## config.mk

```make
export PLATFORM = sky130hd
export DESIGN_NAME = controlUnit
export DESIGN_NICKNAME = d
export VERILOG_FILES = /design/src/hdl/ctrlPkg.sv /design/src/hdl/busWatchdog.sv /design/src/hdl/controlEncoder.sv /design/src/hdl/controlUnit.sv /design/src/hdl/ctrlSequencer.sv /design/src/hdl/instrDecoder.sv
export SDC_FILE = /design/constraint.sdc
export NUM_CORES = 1
export LEC_CHECK = 0
export ABC_AREA = 1
export BUFFER_PORTS_ARGS = -buffer_cell sky130_fd_sc_hd__clkbuf_2
export CORE_UTILIZATION = 52
export DETAILED_ROUTE_END_ITERATION = 16
export PLACE_DENSITY = 0.8
export SLEW_MARGIN = 0
export SYNTH_ARGS = -nofsm -noshare
export SYNTH_HDL_FRONTEND = slang
export SYNTH_HIERARCHICAL = 1
export SYNTH_SLANG_ARGS = --single-unit
```

## constraint.sdc

```tcl
create_clock -name clk -period 1.6 [get_ports clk]
set_input_delay 0.24 -clock clk [delete_from_list [all_inputs] [get_ports clk]]
set_output_delay 0.24 -clock clk [all_outputs]
set_load 0.02 [all_outputs]
```

## src/hdl/ctrlPkg.sv

```systemverilog
package ctrlPkg;

    typedef logic [5:0] opcodeT;
    typedef logic [5:0] functT;
    typedef logic [4:0] rtFieldT;

    // primary opcodes.
    localparam opcodeT opSpecial = 6'b000000;
    localparam opcodeT opRegimm  = 6'b000001; // bgez and bltz, told apart by rt.
    localparam opcodeT opJ       = 6'b000010;
    localparam opcodeT opJal     = 6'b000011;
    localparam opcodeT opBeq     = 6'b000100;
    localparam opcodeT opBne     = 6'b000101;
    localparam opcodeT opAddiu   = 6'b001001;
    localparam opcodeT opSlti    = 6'b001010;
    localparam opcodeT opSltiu   = 6'b001011;
    localparam opcodeT opAndi    = 6'b001100;
    localparam opcodeT opOri     = 6'b001101;
    localparam opcodeT opXori    = 6'b001110;
    localparam opcodeT opLui     = 6'b001111;
    localparam opcodeT opLw      = 6'b100011;
    localparam opcodeT opSw      = 6'b101011;

    // function codes under opSpecial.
    localparam functT functJr   = 6'b001000;
    localparam functT functAddu = 6'b100001;
    localparam functT functSubu = 6'b100011;
    localparam functT functAnd  = 6'b100100;
    localparam functT functOr   = 6'b100101;
    localparam functT functXor  = 6'b100110;
    localparam functT functSlt  = 6'b101010;
    localparam functT functSltu = 6'b101011;

    localparam rtFieldT rtBltz = 5'b00000;
    localparam rtFieldT rtBgez = 5'b00001;

    typedef enum logic [4:0] {
        classAddu, classSubu, classAnd, classOr, classXor, classSlt, classSltu,
        classAddiu, classAndi, classOri, classXori, classSlti, classSltiu, classLui,
        classLw, classSw, classBeq, classBne, classBgez, classBltz,
        classJ, classJal, classJr, classNop
    } instrClassT;

    typedef enum logic [2:0] {
        phaseFetch, phaseDecode, phaseExecute, phaseAluWb, phaseMem, phaseLoadWb, phaseFault
    } phaseT;

    typedef enum logic [1:0] {wbAlu, wbMem, wbSltFlag, wbLinkPc} memToRegT;
    typedef enum logic [1:0] {dstRt, dstRd, dstRa} regDstT;
    typedef enum logic [1:0] {pcSeq, pcBranchTarget, pcJumpTarget, pcRegA} pcSrcT;
    typedef enum logic {addrPc, addrAluOut} iorDT;
    typedef enum logic [1:0] {srcAPc, srcARegA, srcAZero} aluSrcAT;
    typedef enum logic [1:0] {srcBRegB, srcBFour, srcBSignImm, srcBUpperImm} aluSrcBT;
    typedef enum logic {extZero, extSign} extendT;
    typedef enum logic [3:0] {aluAdd, aluSub, aluAnd, aluOr, aluXor, aluSlt, aluSltu} aluOpT;

    localparam int busTimeoutCycles = 16; // consecutive stalled cycles before a fault.
    localparam int stallCountWidth  = $clog2(busTimeoutCycles + 1);
    typedef logic [stallCountWidth-1:0] stallCountT;

    function automatic logic isRTypeAlu(instrClassT c);
        return c inside {classAddu, classSubu, classAnd, classOr, classXor, classSlt, classSltu};
    endfunction

    // ALU classes end with a register writeback of the ALU result.
    function automatic logic isAluClass(instrClassT c);
        return isRTypeAlu(c) || (c inside {classAddiu, classAndi, classOri, classXori,
                                           classSlti, classSltiu, classLui});
    endfunction

    function automatic logic isBranch(instrClassT c);
        return c inside {classBeq, classBne, classBgez, classBltz};
    endfunction

    function automatic logic isSltFamily(instrClassT c);
        return c inside {classSlt, classSltu, classSlti, classSltiu};
    endfunction

endpackage

```

## src/hdl/busWatchdog.sv

```systemverilog
`timescale 1ns/1ps

module busWatchdog (
    input  logic clk,
    input  logic rst,
    input  logic busStalled,
    output logic timeout
);
    import ctrlPkg::*;

    stallCountT stallCount;
    logic       atLimit;

    assign atLimit = (stallCount == stallCountT'(busTimeoutCycles));
    assign timeout = atLimit;

    // counts consecutive stalled cycles only.
    always_ff @(posedge clk) begin
        if (rst) begin
            stallCount <= '0;
        end else if (!busStalled) begin
            stallCount <= '0;
        end else if (!atLimit) begin
            stallCount <= stallCount + 1'b1;
        end
    end

    assert property (@(posedge clk) disable iff (rst)
        stallCount <= stallCountT'(busTimeoutCycles));

endmodule

```

## src/hdl/controlEncoder.sv

```systemverilog
`timescale 1ns/1ps

module controlEncoder (
    input  ctrlPkg::phaseT      phase,
    input  ctrlPkg::instrClassT instrClass,
    input  logic                waitRequest,
    input  logic                branchTaken,
    output ctrlPkg::memToRegT   memToReg,
    output ctrlPkg::regDstT     regDst,
    output ctrlPkg::pcSrcT      pcSrc,
    output ctrlPkg::iorDT       iorD,
    output ctrlPkg::aluSrcAT    aluSrcA,
    output ctrlPkg::aluSrcBT    aluSrcB,
    output ctrlPkg::extendT     extendMode,
    output ctrlPkg::aluOpT      aluOp,
    output logic                irWrite,
    output logic                memRead,
    output logic                memWrite,
    output logic                pcWrite,
    output logic                regWrite,
    output logic                busFault
);
    import ctrlPkg::*;

    assign busFault = (phase == phaseFault);

    always_comb begin
        // defaults drive pc + 4 through the ALU.
        memToReg   = wbAlu;
        regDst     = dstRt;
        pcSrc      = pcSeq;
        iorD       = addrPc;
        aluSrcA    = srcAPc;
        aluSrcB    = srcBFour;
        extendMode = extSign;
        aluOp      = aluAdd;
        irWrite    = 1'b0;
        memRead    = 1'b0;
        memWrite   = 1'b0;
        pcWrite    = 1'b0;
        regWrite   = 1'b0;

        case (phase)
            phaseFetch: begin
                memRead = 1'b1;
                irWrite = !waitRequest; // word and pc update land together.
                pcWrite = !waitRequest;
            end
            phaseExecute: begin
                aluSrcA = (instrClass == classLui) ? srcAZero : srcARegA;
                if (isRTypeAlu(instrClass) || isBranch(instrClass)) begin
                    aluSrcB = srcBRegB;
                end else if (instrClass inside {classAndi, classOri, classXori}) begin
                    aluSrcB    = srcBSignImm;
                    extendMode = extZero; // logical immediates are zero extended.
                end else if (instrClass == classLui) begin
                    aluSrcB = srcBUpperImm;
                end else if (instrClass inside {classAddiu, classSlti, classSltiu,
                                                classLw, classSw}) begin
                    aluSrcB = srcBSignImm;
                end

                case (instrClass)
                    classSubu, classBeq, classBne, classBgez, classBltz: aluOp = aluSub;
                    classAnd, classAndi:   aluOp = aluAnd;
                    classOr, classOri:     aluOp = aluOr;
                    classXor, classXori:   aluOp = aluXor;
                    classSlt, classSlti:   aluOp = aluSlt;
                    classSltu, classSltiu: aluOp = aluSltu;
                    default:               aluOp = aluAdd;
                endcase

                if (isBranch(instrClass)) begin
                    pcSrc   = pcBranchTarget;
                    pcWrite = branchTaken;
                end else if (instrClass == classJ || instrClass == classJal) begin
                    pcSrc   = pcJumpTarget;
                    pcWrite = 1'b1;
                end else if (instrClass == classJr) begin
                    pcSrc   = pcRegA;
                    pcWrite = 1'b1;
                end

                // jal saves the return address in ra alongside the jump.
                if (instrClass == classJal) begin
                    regWrite = 1'b1;
                    regDst   = dstRa;
                    memToReg = wbLinkPc;
                end
            end
            phaseAluWb: begin
                regWrite = 1'b1;
                regDst   = isRTypeAlu(instrClass) ? dstRd : dstRt;
                memToReg = isSltFamily(instrClass) ? wbSltFlag : wbAlu;
            end
            phaseMem: begin
                iorD     = addrAluOut;
                memRead  = (instrClass == classLw);
                memWrite = (instrClass == classSw);
            end
            phaseLoadWb: begin
                regWrite = 1'b1;
                memToReg = wbMem;
                regDst   = dstRt;
            end
            default: begin
            end
        endcase
    end

    always_comb begin
        assert final (!(memRead && memWrite));
        assert final (!irWrite || memRead);
    end

endmodule

```

## src/hdl/controlUnit.sv

```systemverilog
`timescale 1ns/1ps

module controlUnit (
    input  logic              clk,
    input  logic              rst,
    input  ctrlPkg::opcodeT   opcode,
    input  ctrlPkg::functT    funct,
    input  ctrlPkg::rtFieldT  rtField,
    input  logic              waitRequest,
    input  logic              branchTaken,
    output ctrlPkg::memToRegT memToReg,
    output ctrlPkg::regDstT   regDst,
    output ctrlPkg::pcSrcT    pcSrc,
    output ctrlPkg::iorDT     iorD,
    output ctrlPkg::aluSrcAT  aluSrcA,
    output ctrlPkg::aluSrcBT  aluSrcB,
    output ctrlPkg::extendT   extendMode,
    output ctrlPkg::aluOpT    aluOp,
    output logic              irWrite,
    output logic              memRead,
    output logic              memWrite,
    output logic              pcWrite,
    output logic              regWrite,
    output logic              busFault
);
    import ctrlPkg::*;

    phaseT      phase;
    instrClassT instrClass;
    logic       busStalled;
    logic       timeout;

    ctrlSequencer sequencer (
        .clk(clk), .rst(rst), .waitRequest(waitRequest), .timeout(timeout),
        .instrClass(instrClass), .phase(phase), .busStalled(busStalled)
    );

    instrDecoder decoder (
        .clk(clk), .rst(rst), .phase(phase), .opcode(opcode), .funct(funct),
        .rtField(rtField), .instrClass(instrClass)
    );

    busWatchdog watchdog (
        .clk(clk), .rst(rst), .busStalled(busStalled), .timeout(timeout)
    );

    controlEncoder encoder (
        .phase(phase), .instrClass(instrClass), .waitRequest(waitRequest),
        .branchTaken(branchTaken), .memToReg(memToReg), .regDst(regDst),
        .pcSrc(pcSrc), .iorD(iorD), .aluSrcA(aluSrcA), .aluSrcB(aluSrcB),
        .extendMode(extendMode), .aluOp(aluOp), .irWrite(irWrite),
        .memRead(memRead), .memWrite(memWrite), .pcWrite(pcWrite),
        .regWrite(regWrite), .busFault(busFault)
    );

endmodule

```

## src/hdl/ctrlSequencer.sv

```systemverilog
`timescale 1ns/1ps

module ctrlSequencer (
    input  logic                clk,
    input  logic                rst,
    input  logic                waitRequest,
    input  logic                timeout,
    input  ctrlPkg::instrClassT instrClass,
    output ctrlPkg::phaseT      phase,
    output logic                busStalled
);
    import ctrlPkg::*;

    phaseT nextPhase;
    logic  memPhase;

    assign memPhase   = (phase == phaseFetch) || (phase == phaseMem);
    assign busStalled = memPhase && waitRequest; // memory busy during an access.

    always_comb begin
        nextPhase = phase;
        case (phase)
            phaseFetch: begin
                if (!waitRequest) begin
                    nextPhase = phaseDecode;
                end
            end
            phaseDecode: begin
                nextPhase = phaseExecute;
            end
            phaseExecute: begin
                if (isAluClass(instrClass)) begin
                    nextPhase = phaseAluWb;
                end else if (instrClass == classLw || instrClass == classSw) begin
                    nextPhase = phaseMem;
                end else begin
                    nextPhase = phaseFetch; // branches, jumps and nops end here.
                end
            end
            phaseAluWb: begin
                nextPhase = phaseFetch;
            end
            phaseMem: begin
                if (!waitRequest) begin
                    if (instrClass == classLw) begin
                        nextPhase = phaseLoadWb;
                    end else begin
                        nextPhase = phaseFetch;
                    end
                end
            end
            phaseLoadWb: begin
                nextPhase = phaseFetch;
            end
            phaseFault: begin
                nextPhase = phaseFault; // sticky.
            end
            default: begin
                nextPhase = phaseFault;
            end
        endcase

        // a bus that never answers overrides every phase.
        if (timeout) begin
            nextPhase = phaseFault;
        end
    end

    always_ff @(posedge clk) begin
        if (rst) begin
            phase <= phaseFetch;
        end else begin
            phase <= nextPhase;
        end
    end

    assert property (@(posedge clk) disable iff (rst)
        (phase == phaseFault) |=> (phase == phaseFault));

endmodule

```

## src/hdl/instrDecoder.sv

```systemverilog
`timescale 1ns/1ps

module instrDecoder (
    input  logic                clk,
    input  logic                rst,
    input  ctrlPkg::phaseT      phase,
    input  ctrlPkg::opcodeT     opcode,
    input  ctrlPkg::functT      funct,
    input  ctrlPkg::rtFieldT    rtField,
    output ctrlPkg::instrClassT instrClass
);
    import ctrlPkg::*;

    instrClassT decodedClass;

    // fields are only meaningful while the fetched word sits in the decode cycle.
    always_comb begin
        decodedClass = classNop;
        if (opcode == opSpecial) begin
            case (funct)
                functAddu: decodedClass = classAddu;
                functSubu: decodedClass = classSubu;
                functAnd:  decodedClass = classAnd;
                functOr:   decodedClass = classOr;
                functXor:  decodedClass = classXor;
                functSlt:  decodedClass = classSlt;
                functSltu: decodedClass = classSltu;
                functJr:   decodedClass = classJr;
                default:   decodedClass = classNop;
            endcase
        end else if (opcode == opRegimm) begin
            if (rtField == rtBgez) begin
                decodedClass = classBgez;
            end else if (rtField == rtBltz) begin
                decodedClass = classBltz;
            end
            // the link variants fall through as nop.
        end else begin
            case (opcode)
                opAddiu: decodedClass = classAddiu;
                opAndi:  decodedClass = classAndi;
                opOri:   decodedClass = classOri;
                opXori:  decodedClass = classXori;
                opSlti:  decodedClass = classSlti;
                opSltiu: decodedClass = classSltiu;
                opLui:   decodedClass = classLui;
                opLw:    decodedClass = classLw;
                opSw:    decodedClass = classSw;
                opBeq:   decodedClass = classBeq;
                opBne:   decodedClass = classBne;
                opJ:     decodedClass = classJ;
                opJal:   decodedClass = classJal;
                default: decodedClass = classNop;
            endcase
        end
    end

    // held for every later phase of the instruction.
    always_ff @(posedge clk) begin
        if (rst) begin
            instrClass <= classNop;
        end else if (phase == phaseDecode) begin
            instrClass <= decodedClass;
        end
    end

endmodule

```

-- Yosys cells after proc, flatten, opt, wreduce, memory -nomap -nowiden
Memories as Yosys holds them, arrays and structs flattened. A register that Yosys moved wholly into a read port is not among the register bits.
Cells that the tools add are included.
- flip-flop bits (word level): 13
- memory bits (read-only): 416
- bits of input ports: 21
- logic and storage cells: 118
- memories: 2
- add/sub/neg operators: 1
- eq/ne operators: 43
- muxes and demuxes: 45
- bitwise gates (word level): 1
- reductions and logical operators: 22
- memories (name ; depth ; bits a word ; rd ports ; clocked after memory_dff ; wr ports ; RTL line ; RTL):
    (name not given) ; 64 ; 5 ; 1 ; 0 ; 0 ; instrDecoder.sv:39 ; case (opcode)
    (name not given) ; 32 ; 3 ; 1 ; 1 ; 0 ; controlEncoder.sv:63 ; case (instrClass)
- operators with widths (cell ; count):
    equality test 6 bit (second input constant) ; 7
    equality test 5 x 4 -> 1 bit (second input constant) ; 8
    equality test 5 bit (second input constant) ; 8
    one-hot mux 5 bit (8 select lines) ; 1
    2-to-1 mux 2 bit ; 14
    2-to-1 mux 5 bit ; 5
    2-to-1 mux 3 bit ; 7
    equality test 5 x 3 -> 1 bit (second input constant) ; 4
    one-hot mux 3 bit (5 select lines) ; 1
    nonzero test 7 bit ; 2
    2-to-1 mux 1 bit ; 11
    equality test 5 x 1 -> 1 bit (second input constant) ; 2
    equality test 5 x 2 -> 1 bit (second input constant) ; 2
    zero test 5 bit ; 2
    equality test 3 bit (second input constant) ; 3
    nonzero test 4 bit ; 2
    equality test 3 x 2 -> 1 bit (second input constant) ; 2
    equality test 6 x 1 -> 1 bit (second input constant) ; 1
    equality test 6 x 4 -> 1 bit (second input constant) ; 1
    zero test 6 bit ; 1
    != test 3 bit (second input constant) ; 2
    one-hot mux 1 bit (2 select lines) ; 3
    one-hot mux 2 bit (3 select lines) ; 1
    OR reduction 2 bit ; 3
    13 further kinds ; 19

-- Longest topological paths before layout
Gate-level depths: netlist of run 1.
- word-level depth: 7
- gate-level depth with buffers: 12

-- By module
The synthesis of run 1 kept the hierarchy.
- modules (own cells, without submodules) (module ; instances ; cells each ; area each (um^2)):
    instrDecoder ; 1 ; 112 ; 609.3
    controlEncoder ; 1 ; 90 ; 420.4
    busWatchdog ; 1 ; 38 ; 280.3
    ctrlSequencer ; 1 ; 44 ; 237.7

-- Worst setup path before layout of run 1
No wires, ideal clock.
- kind: reg-to-output
- start point: register sequencer.phase[1]
- end point: output aluSrcB[0]
- arrival time: 1.320 ns
- data required time: 1.360 ns
- path slack: 0.040 ns
- stages on the path, launching flop included: 6
- path through: dfxtp_1 nand3_2 a21oi_1 nand2_1 nand2_1 inv_1
- longest elaborated chain between the ends: 2
- RTL lines (element ; RTL line ; RTL):
    start: declaration ; ctrlSequencer.sv:9 ; output ctrlPkg::phaseT phase,
    start signal: assignment ; ctrlSequencer.sv:71 ; phase <= phaseFetch;
    start signal: assignment ; ctrlSequencer.sv:73 ; phase <= nextPhase;
    equality test 3 x 2 -> 1 bit ; controlEncoder.sv:43 ; case (phase)
    2-to-1 mux 2 bit ; controlEncoder.sv:43 ;
    end: declaration ; controlUnit.sv:16 ; output ctrlPkg::aluSrcBT aluSrcB,
No other way between the ends.

-- Worst setup path after layout of run 1
- start point: register decoder.instrClass[1]
- end point: output memToReg[1]
- longest elaborated chain between the ends: 4
- elaborated cells between the ends (all ways): 9
- classes of those cells: 5 x eq/ne; 3 x mux; 1 x reduce/logical
- RTL lines (element ; RTL line ; RTL):
    start: declaration ; instrDecoder.sv:10 ; output ctrlPkg::instrClassT instrClass
    start signal: assignment ; instrDecoder.sv:61 ; instrClass <= classNop;
    start signal: assignment ; instrDecoder.sv:63 ; instrClass <= decodedClass;
    equality test 5 x 3 -> 1 bit or equality test 5 x 4 -> 1 bit (tied branches) ; ctrlPkg.sv:76 ; return c inside {classSlt, classSltu, classSlti, classSltiu};
    nonzero test 4 bit ; ctrlPkg.sv:76 ;
    2-to-1 mux 2 bit ; controlEncoder.sv:94 ; memToReg = isSltFamily(instrClass) ? wbSltFlag : wbAlu;
    one-hot mux 2 bit (3 select lines) (*) ; controlEncoder.sv:43 ;
    end: declaration ; controlUnit.sv:11 ; output ctrlPkg::memToRegT memToReg,
Mark *: on every way between the ends. The rest lies on a longest branch, timed or not.

==> results of run 1 <==
-- state kept, by name (all words and copies together), names as in the netlist --
| name | cells |
|---|---|
| watchdog/stallCount | 5 |
| decoder/instrClass | 5 |
| sequencer/phase | 3 |
-- final cells by class --
type	count	area share, %
timing repair buffer	52	17.1
sequential	13	13.6
inverter	52	9.98
tap	31	1.85
clock buffer	3	1.08
clock inverter	1	0.239
multi-input combinational	217	56.2
-- kinds of logic (layout without fill, tap and decap cells) --
group | Yosys count | after routing | synth area share [%]
DFF | 13 | 13 | 16.8
buffers and inverters | 54 | 108 | 14.0
AOI/OAI and AO/OA | 31 | 31 | 10.9
xor gates and xnor gates | 1 | 1 | 0.566
and+or+nand+nor | 180 | 180 | 54.2
adders and majority gates | 4 | 4 | 3.23
other | 1 | 1 | 0.242
-- through the flow --
step / instances / TNS (ns) / hold slack, ns
2_1_floorplan: 284 / 0 / 0.312
3_3_place_gp: 360 / 0 / 0.483
3_5_place_dp: 360 / 0 / 0.491
4_1_cts: 366 / -0.123 / 0.314
5_1_grt: 369 / -1.05 / 0.324
6_report: 369 / -0.0765 / 0.324
-- power groups by stage --
stage                     Sequential, mW  Combinational, mW  Clock (mW)
after CTS                          0.436              0.574       0.206
after detailed placement           0.429              0.531           0
after global routing               0.456              0.725       0.224
after floorplan                    0.418              0.382           0
final                              0.450              0.661       0.199
after global placement             0.427              0.528           0
-- routing by layer --
layer,vias to the layer above,share of wire (%),GRT usage [%]
met5,-,0,0
met4,0,2.0,8.01
met3,8,4.6,2.30
met2,59,49,42.4
met1,854,44,30.1
li1,1003,-,-
-- final timing paths --
path / start / end / slack (ns) / depth (start not counted)
min: rst / sequencer/phase[1] / 0.32 / 2
max: decoder/instrClass[1] / memToReg[1] / -0.04 / 9
min reg2reg: watchdog/stallCount[4] / watchdog/stallCount[4] / 0.50 / 2
max reg2reg: sequencer/phase[0] / decoder/instrClass[3] / 0.16 / 5
-- worst max-delay path: stages (launching register included) --
cell      delay (ns)
dfxtp_4         0.43
nand2_4         0.10
inv_1           0.08
nand3_2         0.09
nand2_1         0.08
inv_1           0.04
nand2_1         0.05
nand2_1         0.05
nand2_1         0.07
clkbuf_8        0.14
-- cells in the final DEF (no fill, tap or decap), drive strengths merged --
cell type   n
inv        50
nand3b      1
nand4       3
nor3        5
o22ai       1
nor4        2
and2        1
o211ai      3
xnor2       1
ha          4
dfxtp      13
nand2      78
conb        1
nor2       53
buf        22
nand3      37
a31oi       1
a21oi      18
clkinv      3
clkbuf     33
o21ai       8
-- what timing repair did --
item                                    4_1_cts  5_1_grt
endpoints found under the setup margin       17       17
gates resized for setup                      32       52
hold endpoints to repair                      0        0
buffers inserted                              2        3
pin swaps                                     2        6
==> metrics, run 1 <==
failing checks=negative setup slack; total power=1.31 mW; core area=2780 um^2; Mapped Nets=309; nets@finish=364; Overall Global Routing Usage=23.9%; vias in the first global route=1,598; final hold vios=0; Placement Cell Area=1820 um^2; Yosys Warn Count=6; fin crit share=103%; outcome=complete, but fails checks; RSZ-0062 raised after global routing=true; Yosys reg bits=13; sequential share of power=34.4%; max cap viols=0; Port-buffer cells=41; combinational share of power=50.5%; Critical Path AT=1.40 ns; Crit. End Element=output port; dpl hpwl=2810 um; Syn-to-layout area delta=35.3%; GR Overflow Total=0; synthesized cell area=1550 um^2; Setup Viol. Count Final=3; Internal=713 uW; fmax=609 MHz; kind of critical path=register to output port; Hold WC Path Type=input port to register; Area contributors post-synth=nand2_1 18%, dfxtp_1 17%, nand3_1 11%; DR iter-0 viols=114; Filler cells=242; total CTS buffers=3; FF/Latch Area=284 um^2; maximum VDD drop=0.738 mV; most common cell in the netlist=nand2_1; clock insertion delay at the later pin of the skew report=0.27 ns; Residual DRC=0; die area=3200 um^2; Die H=56.6 um; drt via density=5.21; Post-synth top cells=74 x nand2_1, 41 x inv_1, 38 x nor2_1; clock transition at the registers of the reported paths=0.08 ns; Leakage=1.07 nW; Synth Flop Type=dfxtp_1; post-synth top area cell=nand2_1; vias=1,924; area of the multi-input gates=1180 um^2; post-route cell area=2090 um^2; first-pass GRT wire length=6340 um; Switching Power=597 uW; initial antenna violation count=0; Final Routed Wirelength=4010 um; share of the synthesized area in the top cell type=17.9%; antenna-violating nets left=0; clock power share=15.2%; First-pass DRT Iterations=4; Worst Setup Slack, final=-0.0417 ns; routability cong.=0.902; CTS Hold Bufs=0; number of synthesized flops with an enable pin=0; post-layout min period=1.64 ns; Worst EP required=1.36 ns; CTS root buf=clkbuf_4; sw frac=45.6%; synthesized instance count=284; Antenna Cells=0; worst-path maximum fanout=7; # clock sinks=13; Seq/Total Area, Yosys=16.8%; Initial Util=55.6%; die width=56.6 um; CTS tree=yes; FFs w/ async S/R, synth=0%; largest net degree at the start of global routing=12; row count=19; drt wl/cell=10.9 um; num ports=43; Final Util=75.3%; Netlist cell types=31; pre-CTS setup slack=0.0546 ns; share of layout cells above drive strength 1=35.8%; CTS H-tree lvls=1; Avg Synthesized Cell Area=5.45 um^2; PwrDens=625 nW/um^2; Max Slew Vio Count=0; crit start category=register; Worst Skew=0.00665 ns; Clock Path Buffers=2
No activity file was read; power rests on OpenSTA's default activity.
==> run 2, diff against run 1 <==
MAX_ROUTING_LAYER = met4   (was unset)
==> run 2 against run 1 <==
Effect of this change: clock skew decreased by 0.0022 ns; critical endpoint is now pcWrite; highest routed layer unchanged; largest power group unchanged; sequential share of layout area barely moved; total power up 0.98%; the run still ends with negative setup slack left; clock-buffer cell count grew 1; first-iteration DRC count rose by 43%; worst hold slack worse by 0.00082 ns; combinational power grew 2%; sequential cell count stayed put; routed wire length increased by 1.2%; clock power grew 4%; setup slack got worse by 0.043 ns.
==> metrics, run 2 (synthesis results as in run 1) <==
Critical Path AT=1.44 ns (was 1.40 ns); met3 track demand over resource=2.07% (was 2.30%); met2 Usage GRT=46.7% (was 42.4%); Clock Path Buffers=2 (unchanged); post-layout min period=1.68 ns (was 1.64 ns); critical path's most frequent cell=buf_4 (was nand2_1); Residual DRC=0 (unchanged); Die H=56.6 um (unchanged); GRT Max-Usage Layer=met2 (unchanged); Crit. End Element=output port (unchanged); Placement Cell Area=1820 um^2 (unchanged); total power=1.32 mW (was 1.31 mW); maximum VDD drop=0.580 mV (was 0.738 mV); Slowest-stage cell, CP=dfxtp_4 (unchanged); final cell count without fillers=374 (was 369); TNS Setup=-0.230 ns (was -0.0765 ns); Post-Place Cells=360 (unchanged); Overall Global Routing Usage=26.3% (was 23.9%); post-route cell area=2100 um^2 (was 2090 um^2); die area=3200 um^2 (unchanged); CTS H-tree lvls=1 (unchanged); max cap viols=0 (unchanged); total CTS buffers=3 (unchanged); kind of critical path=register to output port (unchanged); CTS root buf=clkbuf_4 (unchanged); nets@finish=369 (was 364); most common cell after layout, fill and taps aside=nand2_1 (unchanged); clock insertion delay at the later pin of the skew report=0.28 ns (was 0.27 ns); GR Overflow Total=0 (unchanged); Initial Util=55.6% (unchanged); met1 Usage GRT=30.9% (was 30.1%); vias in the first global route=1,730 (was 1,598); max incr delay on CP=0.42 ns (was 0.43 ns); failing checks=negative setup slack (unchanged); dpl hpwl=2850 um (was 2810 um); Port-buffer cells=41 (unchanged); Antenna Cells=0 (unchanged); outcome=complete, but fails checks (unchanged); Worst Skew=0.00447 ns (was 0.00665 ns); die width=56.6 um (unchanged); CTS Hold Bufs=0 (unchanged); DR iter-0 viols=163 (was 114); PwrDens=629 nW/um^2 (was 625 nW/um^2); row count=19 (unchanged); worst hold slack=0.323 ns (was 0.324 ns); Internal=729 uW (was 713 uW); core area=2780 um^2 (unchanged); antenna-violating nets left=0 (unchanged); Worst EP required=1.36 ns (about the same); Syn-to-layout area delta=35.8% (was 35.3%); crit start category=register (unchanged); Setup Viol. Count Final=6 (was 3); clock power share=15.6% (was 15.2%); largest net degree at the start of global routing=11 (was 12); Leakage=1.09 nW (was 1.07 nW); drt wl/cell=10.8 um (was 10.9 um); # clock sinks=13 (unchanged); commonest non-fill, non-tap cells in the layout=70 x nand2_1, 39 x inv_1, 33 x nor2_1 (was 71 x nand2_1, 37 x inv_1, 31 x nand3_1, 31 x nor2_1, 28 x clkbuf_2); CP bufs+invs=3 (unchanged); First-pass DRT Iterations=4 (unchanged); RSZ-0062 raised after global routing=true (unchanged); routability cong.=0.890 (was 0.902); CP delay by family, top=flip-flops (was simple AND/OR/NAND/NOR gates); initial antenna violation count=0 (unchanged); sw frac=44.9% (was 45.6%); first-pass GRT wire length=6730 um (was 6340 um); combinational share of power=51.2% (was 50.5%); Filler cells=235 (was 242); final hold vios=0 (unchanged); sequential share of power=33.2% (was 34.4%); num ports=43 (unchanged); CTS tree=yes (unchanged); drt via density=5.16 (was 5.21); fin crit share=105% (was 103%); vias=1,931 (was 1,924); Max Slew Vio Count=0 (unchanged); Top Registers=decoder/instrClass (5), watchdog/stallCount (5), sequencer/phase (3) (unchanged); share of layout cells above drive strength 1=35.6% (was 35.8%); fmax=594 MHz (was 609 MHz); Worst Setup Slack, final=-0.0845 ns (was -0.0417 ns); Final Routed Wirelength=4060 um (was 4010 um); Hold WC Path Type=input port to register (unchanged); worst-path cell chain=inv_8 > nor2_4 > buf_4 > nand3_1 > o211ai_1 > buf_4 (was nand2_4 > inv_1 > nand3_2 > nand2_1 > inv_1 > nand2_1 > nand2_1 > nand2_1 > clkbuf_8); clock transition at the registers of the reported paths=0.08 ns (about the same); worst-path maximum fanout=8 (was 7); Switching Power=594 uW (was 597 uW)
==> run 2: power by group through the flow <==
| stage | registers [mW] | clock network (mW) | logic (mW) |
|---|---|---|---|
| 6_report | 0.439 | 0.207 | 0.677 |
| 5_1_grt | 0.445 | 0.235 | 0.750 |
| 4_1_cts | 0.434 | 0.211 | 0.595 |
| 3_5_place_dp | 0.433 | 0 | 0.527 |
| 3_3_place_gp | 0.430 | 0 | 0.522 |
| 2_1_floorplan | 0.418 | 0 | 0.382 |
==> run 2: final cells by class <==
| cell class | instances | area, um^2 | area share, % |
|---|---|---|---|
| Multi-Input combinational cell | 217 | 1170 | 55.5 |
| Clock buffer | 4 | 26.3 | 1.25 |
| Sequential cell | 13 | 285 | 13.6 |
| Timing Repair Buffer | 57 | 378 | 18.0 |
| Inverter | 52 | 206 | 9.82 |
| Tap cell | 31 | 38.8 | 1.85 |
==> run 2: final timing paths <==
| kind | start | end | slack, ns | cells after the start |
|---|---|---|---|---|
| setup reg to reg | watchdog/stallCount[0] | sequencer/phase[2] | 0.11 | 12 |
| setup / recovery | decoder/instrClass[2] | pcWrite | -0.08 | 6 |
| hold / removal | rst | sequencer/phase[1] | 0.32 | 2 |
| hold reg to reg | watchdog/stallCount[4] | watchdog/stallCount[4] | 0.49 | 2 |
==> run 2: metrics by stage <==
step | utilization (%) | setup WS, ns
final | 75.6 | -0.0845
after global routing | 75.6 | -0.162
after floorplan | - | 0.0395
after CTS | 70.9 | -0.0100
after detailed placement | 65.4 | 0.0622
after global placement | 65.4 | 0.0539
==> run 2: routing by layer <==
| metal | share of wire [%] | wire [um] |
|---|---|---|
| met1 | 45 | 1830 |
| met2 | 50 | 2030 |
| met3 | 3.1 | 124 |
| met4 | 1.7 | 70 |
| met5 | 0 | 0 |
==> run 2: timing repair <==
action	4_1_cts	5_1_grt
setup endpoints to repair	18	16
resized for setup	30	47
pin swaps	3	3
setup buffers	6	4
==> run 3, diff against run 2 <==
--- a/config.mk
+++ b/config.mk
@@ -17,2 +17,3 @@
 export SYNTH_HIERARCHICAL = 1
 export SYNTH_SLANG_ARGS = --single-unit
+export TNS_END_PERCENT = 10
==> constraint.sdc (replaced) <==
create_clock -name clk -period 1.6 [get_ports clk]
set_input_delay 0.08 -clock clk [delete_from_list [all_inputs] [get_ports clk]]
set_output_delay 0.08 -clock clk [all_outputs]
set_load 0.02 [all_outputs]
==> run 3 against run 2 <==
Effect of this change: sequential cell count unchanged; die area unchanged; sequential share of layout area increased by 1.3 points; largest power group unchanged; final cell count decreased by 3.2%; via count decreased by 4.6%; clock power decreased by 6%; clock skew decreased by 0.0035 ns; sequential power decreased by 0.9%; core utilization decreased by 7.2 points; the flow now finishes without violations.
==> metrics, run 3 (synthesis results as in run 1) <==
CTS tree=yes (unchanged); Setup Viol. Count Final=0 (was 6); Port-buffer cells=41 (unchanged); CTS root buf=clkbuf_4 (unchanged); max incr delay on CP=0.43 ns (was 0.42 ns); Die H=56.6 um (unchanged); worst-path maximum fanout=7 (was 8); clock transition at the registers of the reported paths=0.08 ns (about the same); Post-Place Cells=356 (was 360); max cap viols=0 (unchanged); HP Start=rst (unchanged); Clock Path Buffers=2 (unchanged); largest net degree at the start of global routing=11 (unchanged); drt wl/cell=9.79 um (was 10.8 um); outcome=complete, no violations (was complete, but fails checks); row count=19 (unchanged); CTS H-tree lvls=1 (unchanged); pre-CTS setup slack=0.158 ns (was 0.0622 ns); initial antenna violation count=0 (unchanged); CP delay by family, top=flip-flops (unchanged); TNS Setup=0 ns (was -0.230 ns); nets@finish=357 (was 369); die area=3200 um^2 (unchanged); worst reg2reg startpoint=watchdog/stallCount[0] (unchanged); Hold WC Path Type=input port to register (unchanged); clock insertion delay at the later pin of the skew report=0.27 ns (was 0.28 ns); Placement Cell Area=1790 um^2 (was 1820 um^2); Reg-to-Reg End=sequencer/phase[2] (unchanged); total power=1.19 mW (was 1.32 mW); Final Util=68.4% (was 75.6%); drt via density=5.09 (was 5.16); Top Registers=decoder/instrClass (5), watchdog/stallCount (5), sequencer/phase (3) (unchanged); Critical Path AT=1.42 ns (was 1.44 ns); final cell count without fillers=362 (was 374); Residual DRC=0 (unchanged); CTS Hold Bufs=0 (unchanged); worst-path cell chain=buf_4 > nor2_1 > nand2_1 > nand3_1 > nand2_1 > nand2_1 > inv_1 > clkbuf_2 (was inv_8 > nor2_4 > buf_4 > nand3_1 > o211ai_1 > buf_4); final hold vios=0 (unchanged); Worst Skew=0.00101 ns (was 0.00447 ns); Max Slew Vio Count=0 (unchanged); antenna-violating nets left=0 (unchanged); fmax=665 MHz (was 594 MHz); Worst Reg-to-Reg Cells=12 (unchanged); post-layout min period=1.50 ns (was 1.68 ns); vias=1,843 (was 1,931); kind of critical path=register to output port (unchanged); Worst Hold Depth=2 (unchanged); Final Routed Wirelength=3540 um (was 4060 um); Initial Util=55.6% (unchanged); Slowest-stage cell, CP=dfxtp_2 (was dfxtp_4); Crit. End Element=output port (unchanged); Hold Crit Endpoint=sequencer/phase[1] (unchanged); core area=2780 um^2 (unchanged); worst hold slack=0.168 ns (was 0.323 ns); most common cell after layout, fill and taps aside=nand2_1 (unchanged); Overall Global Routing Usage=23.5% (was 26.3%); maximum VDD drop=0.710 mV (was 0.580 mV); vias in the first global route=1,579 (was 1,730); commonest non-fill, non-tap cells in the layout=73 x nand2_1, 41 x inv_1, 39 x clkbuf_2 (was 70 x nand2_1, 39 x inv_1, 33 x nor2_1); die width=56.6 um (unchanged); reg-to-reg setup timing slack=0.16 ns (was 0.11 ns); num ports=43 (unchanged); First-pass DRT Iterations=4 (unchanged); PwrDens=625 nW/um^2 (was 629 nW/um^2); Worst Setup Slack, final=0.0957 ns (was -0.0845 ns); RSZ-0062 raised after global routing=true (unchanged); critical path's most frequent cell=nand2_1 (was buf_4); total CTS buffers=3 (unchanged); GR Overflow Total=0 (unchanged); share of layout cells above drive strength 1=29.3% (was 35.6%); fin crit share=94.0% (was 105%); # clock sinks=13 (unchanged); crit start category=register (unchanged); routability cong.=0.894 (was 0.890); CP bufs+invs=3 (unchanged); dpl hpwl=2810 um (was 2850 um); first-pass GRT wire length=6060 um (was 6730 um); Syn-to-layout area delta=22.9% (was 35.8%); DR iter-0 viols=97 (was 163); Leakage=1.01 nW (was 1.09 nW); Worst EP required=1.52 ns (was 1.36 ns); post-route cell area=1900 um^2 (was 2100 um^2); Antenna Cells=0 (unchanged)
==> run 3: area by class of cell <==
class                      instances  area, um^2
sequential                        13         283
clock buffer                       3        22.5
multi-input combinational        217        1110
timing repair buffer              45         240
fill                             261         880
clock inverter                     1        5.00
tap                               31        38.8
inverter                          52         201
==> run 3: what timing repair did <==
item | in CTS | in global routing
gates resized for setup | 7 | 23
pin swaps | 0 | 1
buffers inserted | 0 | 2
setup endpoints to repair | 11 | 11
==> run 3: worst max-delay path by stage <==
stage,startpoint,endpoint,slack [ns],cells past startpoint
floorplan,sequencer/phase[1],aluSrcB[0],0.20,5
global placement,sequencer/phase[0],decoder/instrClass[3],0.17,5
detailed placement,sequencer/phase[0],decoder/instrClass[3],0.16,5
CTS,decoder/instrClass[1],aluSrcB[0],0.003,7
global route,sequencer/phase[2],pcWrite,-0.02,6
finish,decoder/instrClass[4],aluSrcB[0],0.1,8
==> run 3: where the power goes <==
part	internal [mW]	switching, mW	total [mW]
registers	0.363	0.0717	0.435
clock network	0.0925	0.101	0.194
logic	0.199	0.361	0.560
==> run 3: routing by layer <==
metal  routed length (um)  global-route usage, %
met1                 1620                   29.0
met2                 1740                   40.0
met3                  153                   3.69
met4                   25                   5.92
met5                    0                      -
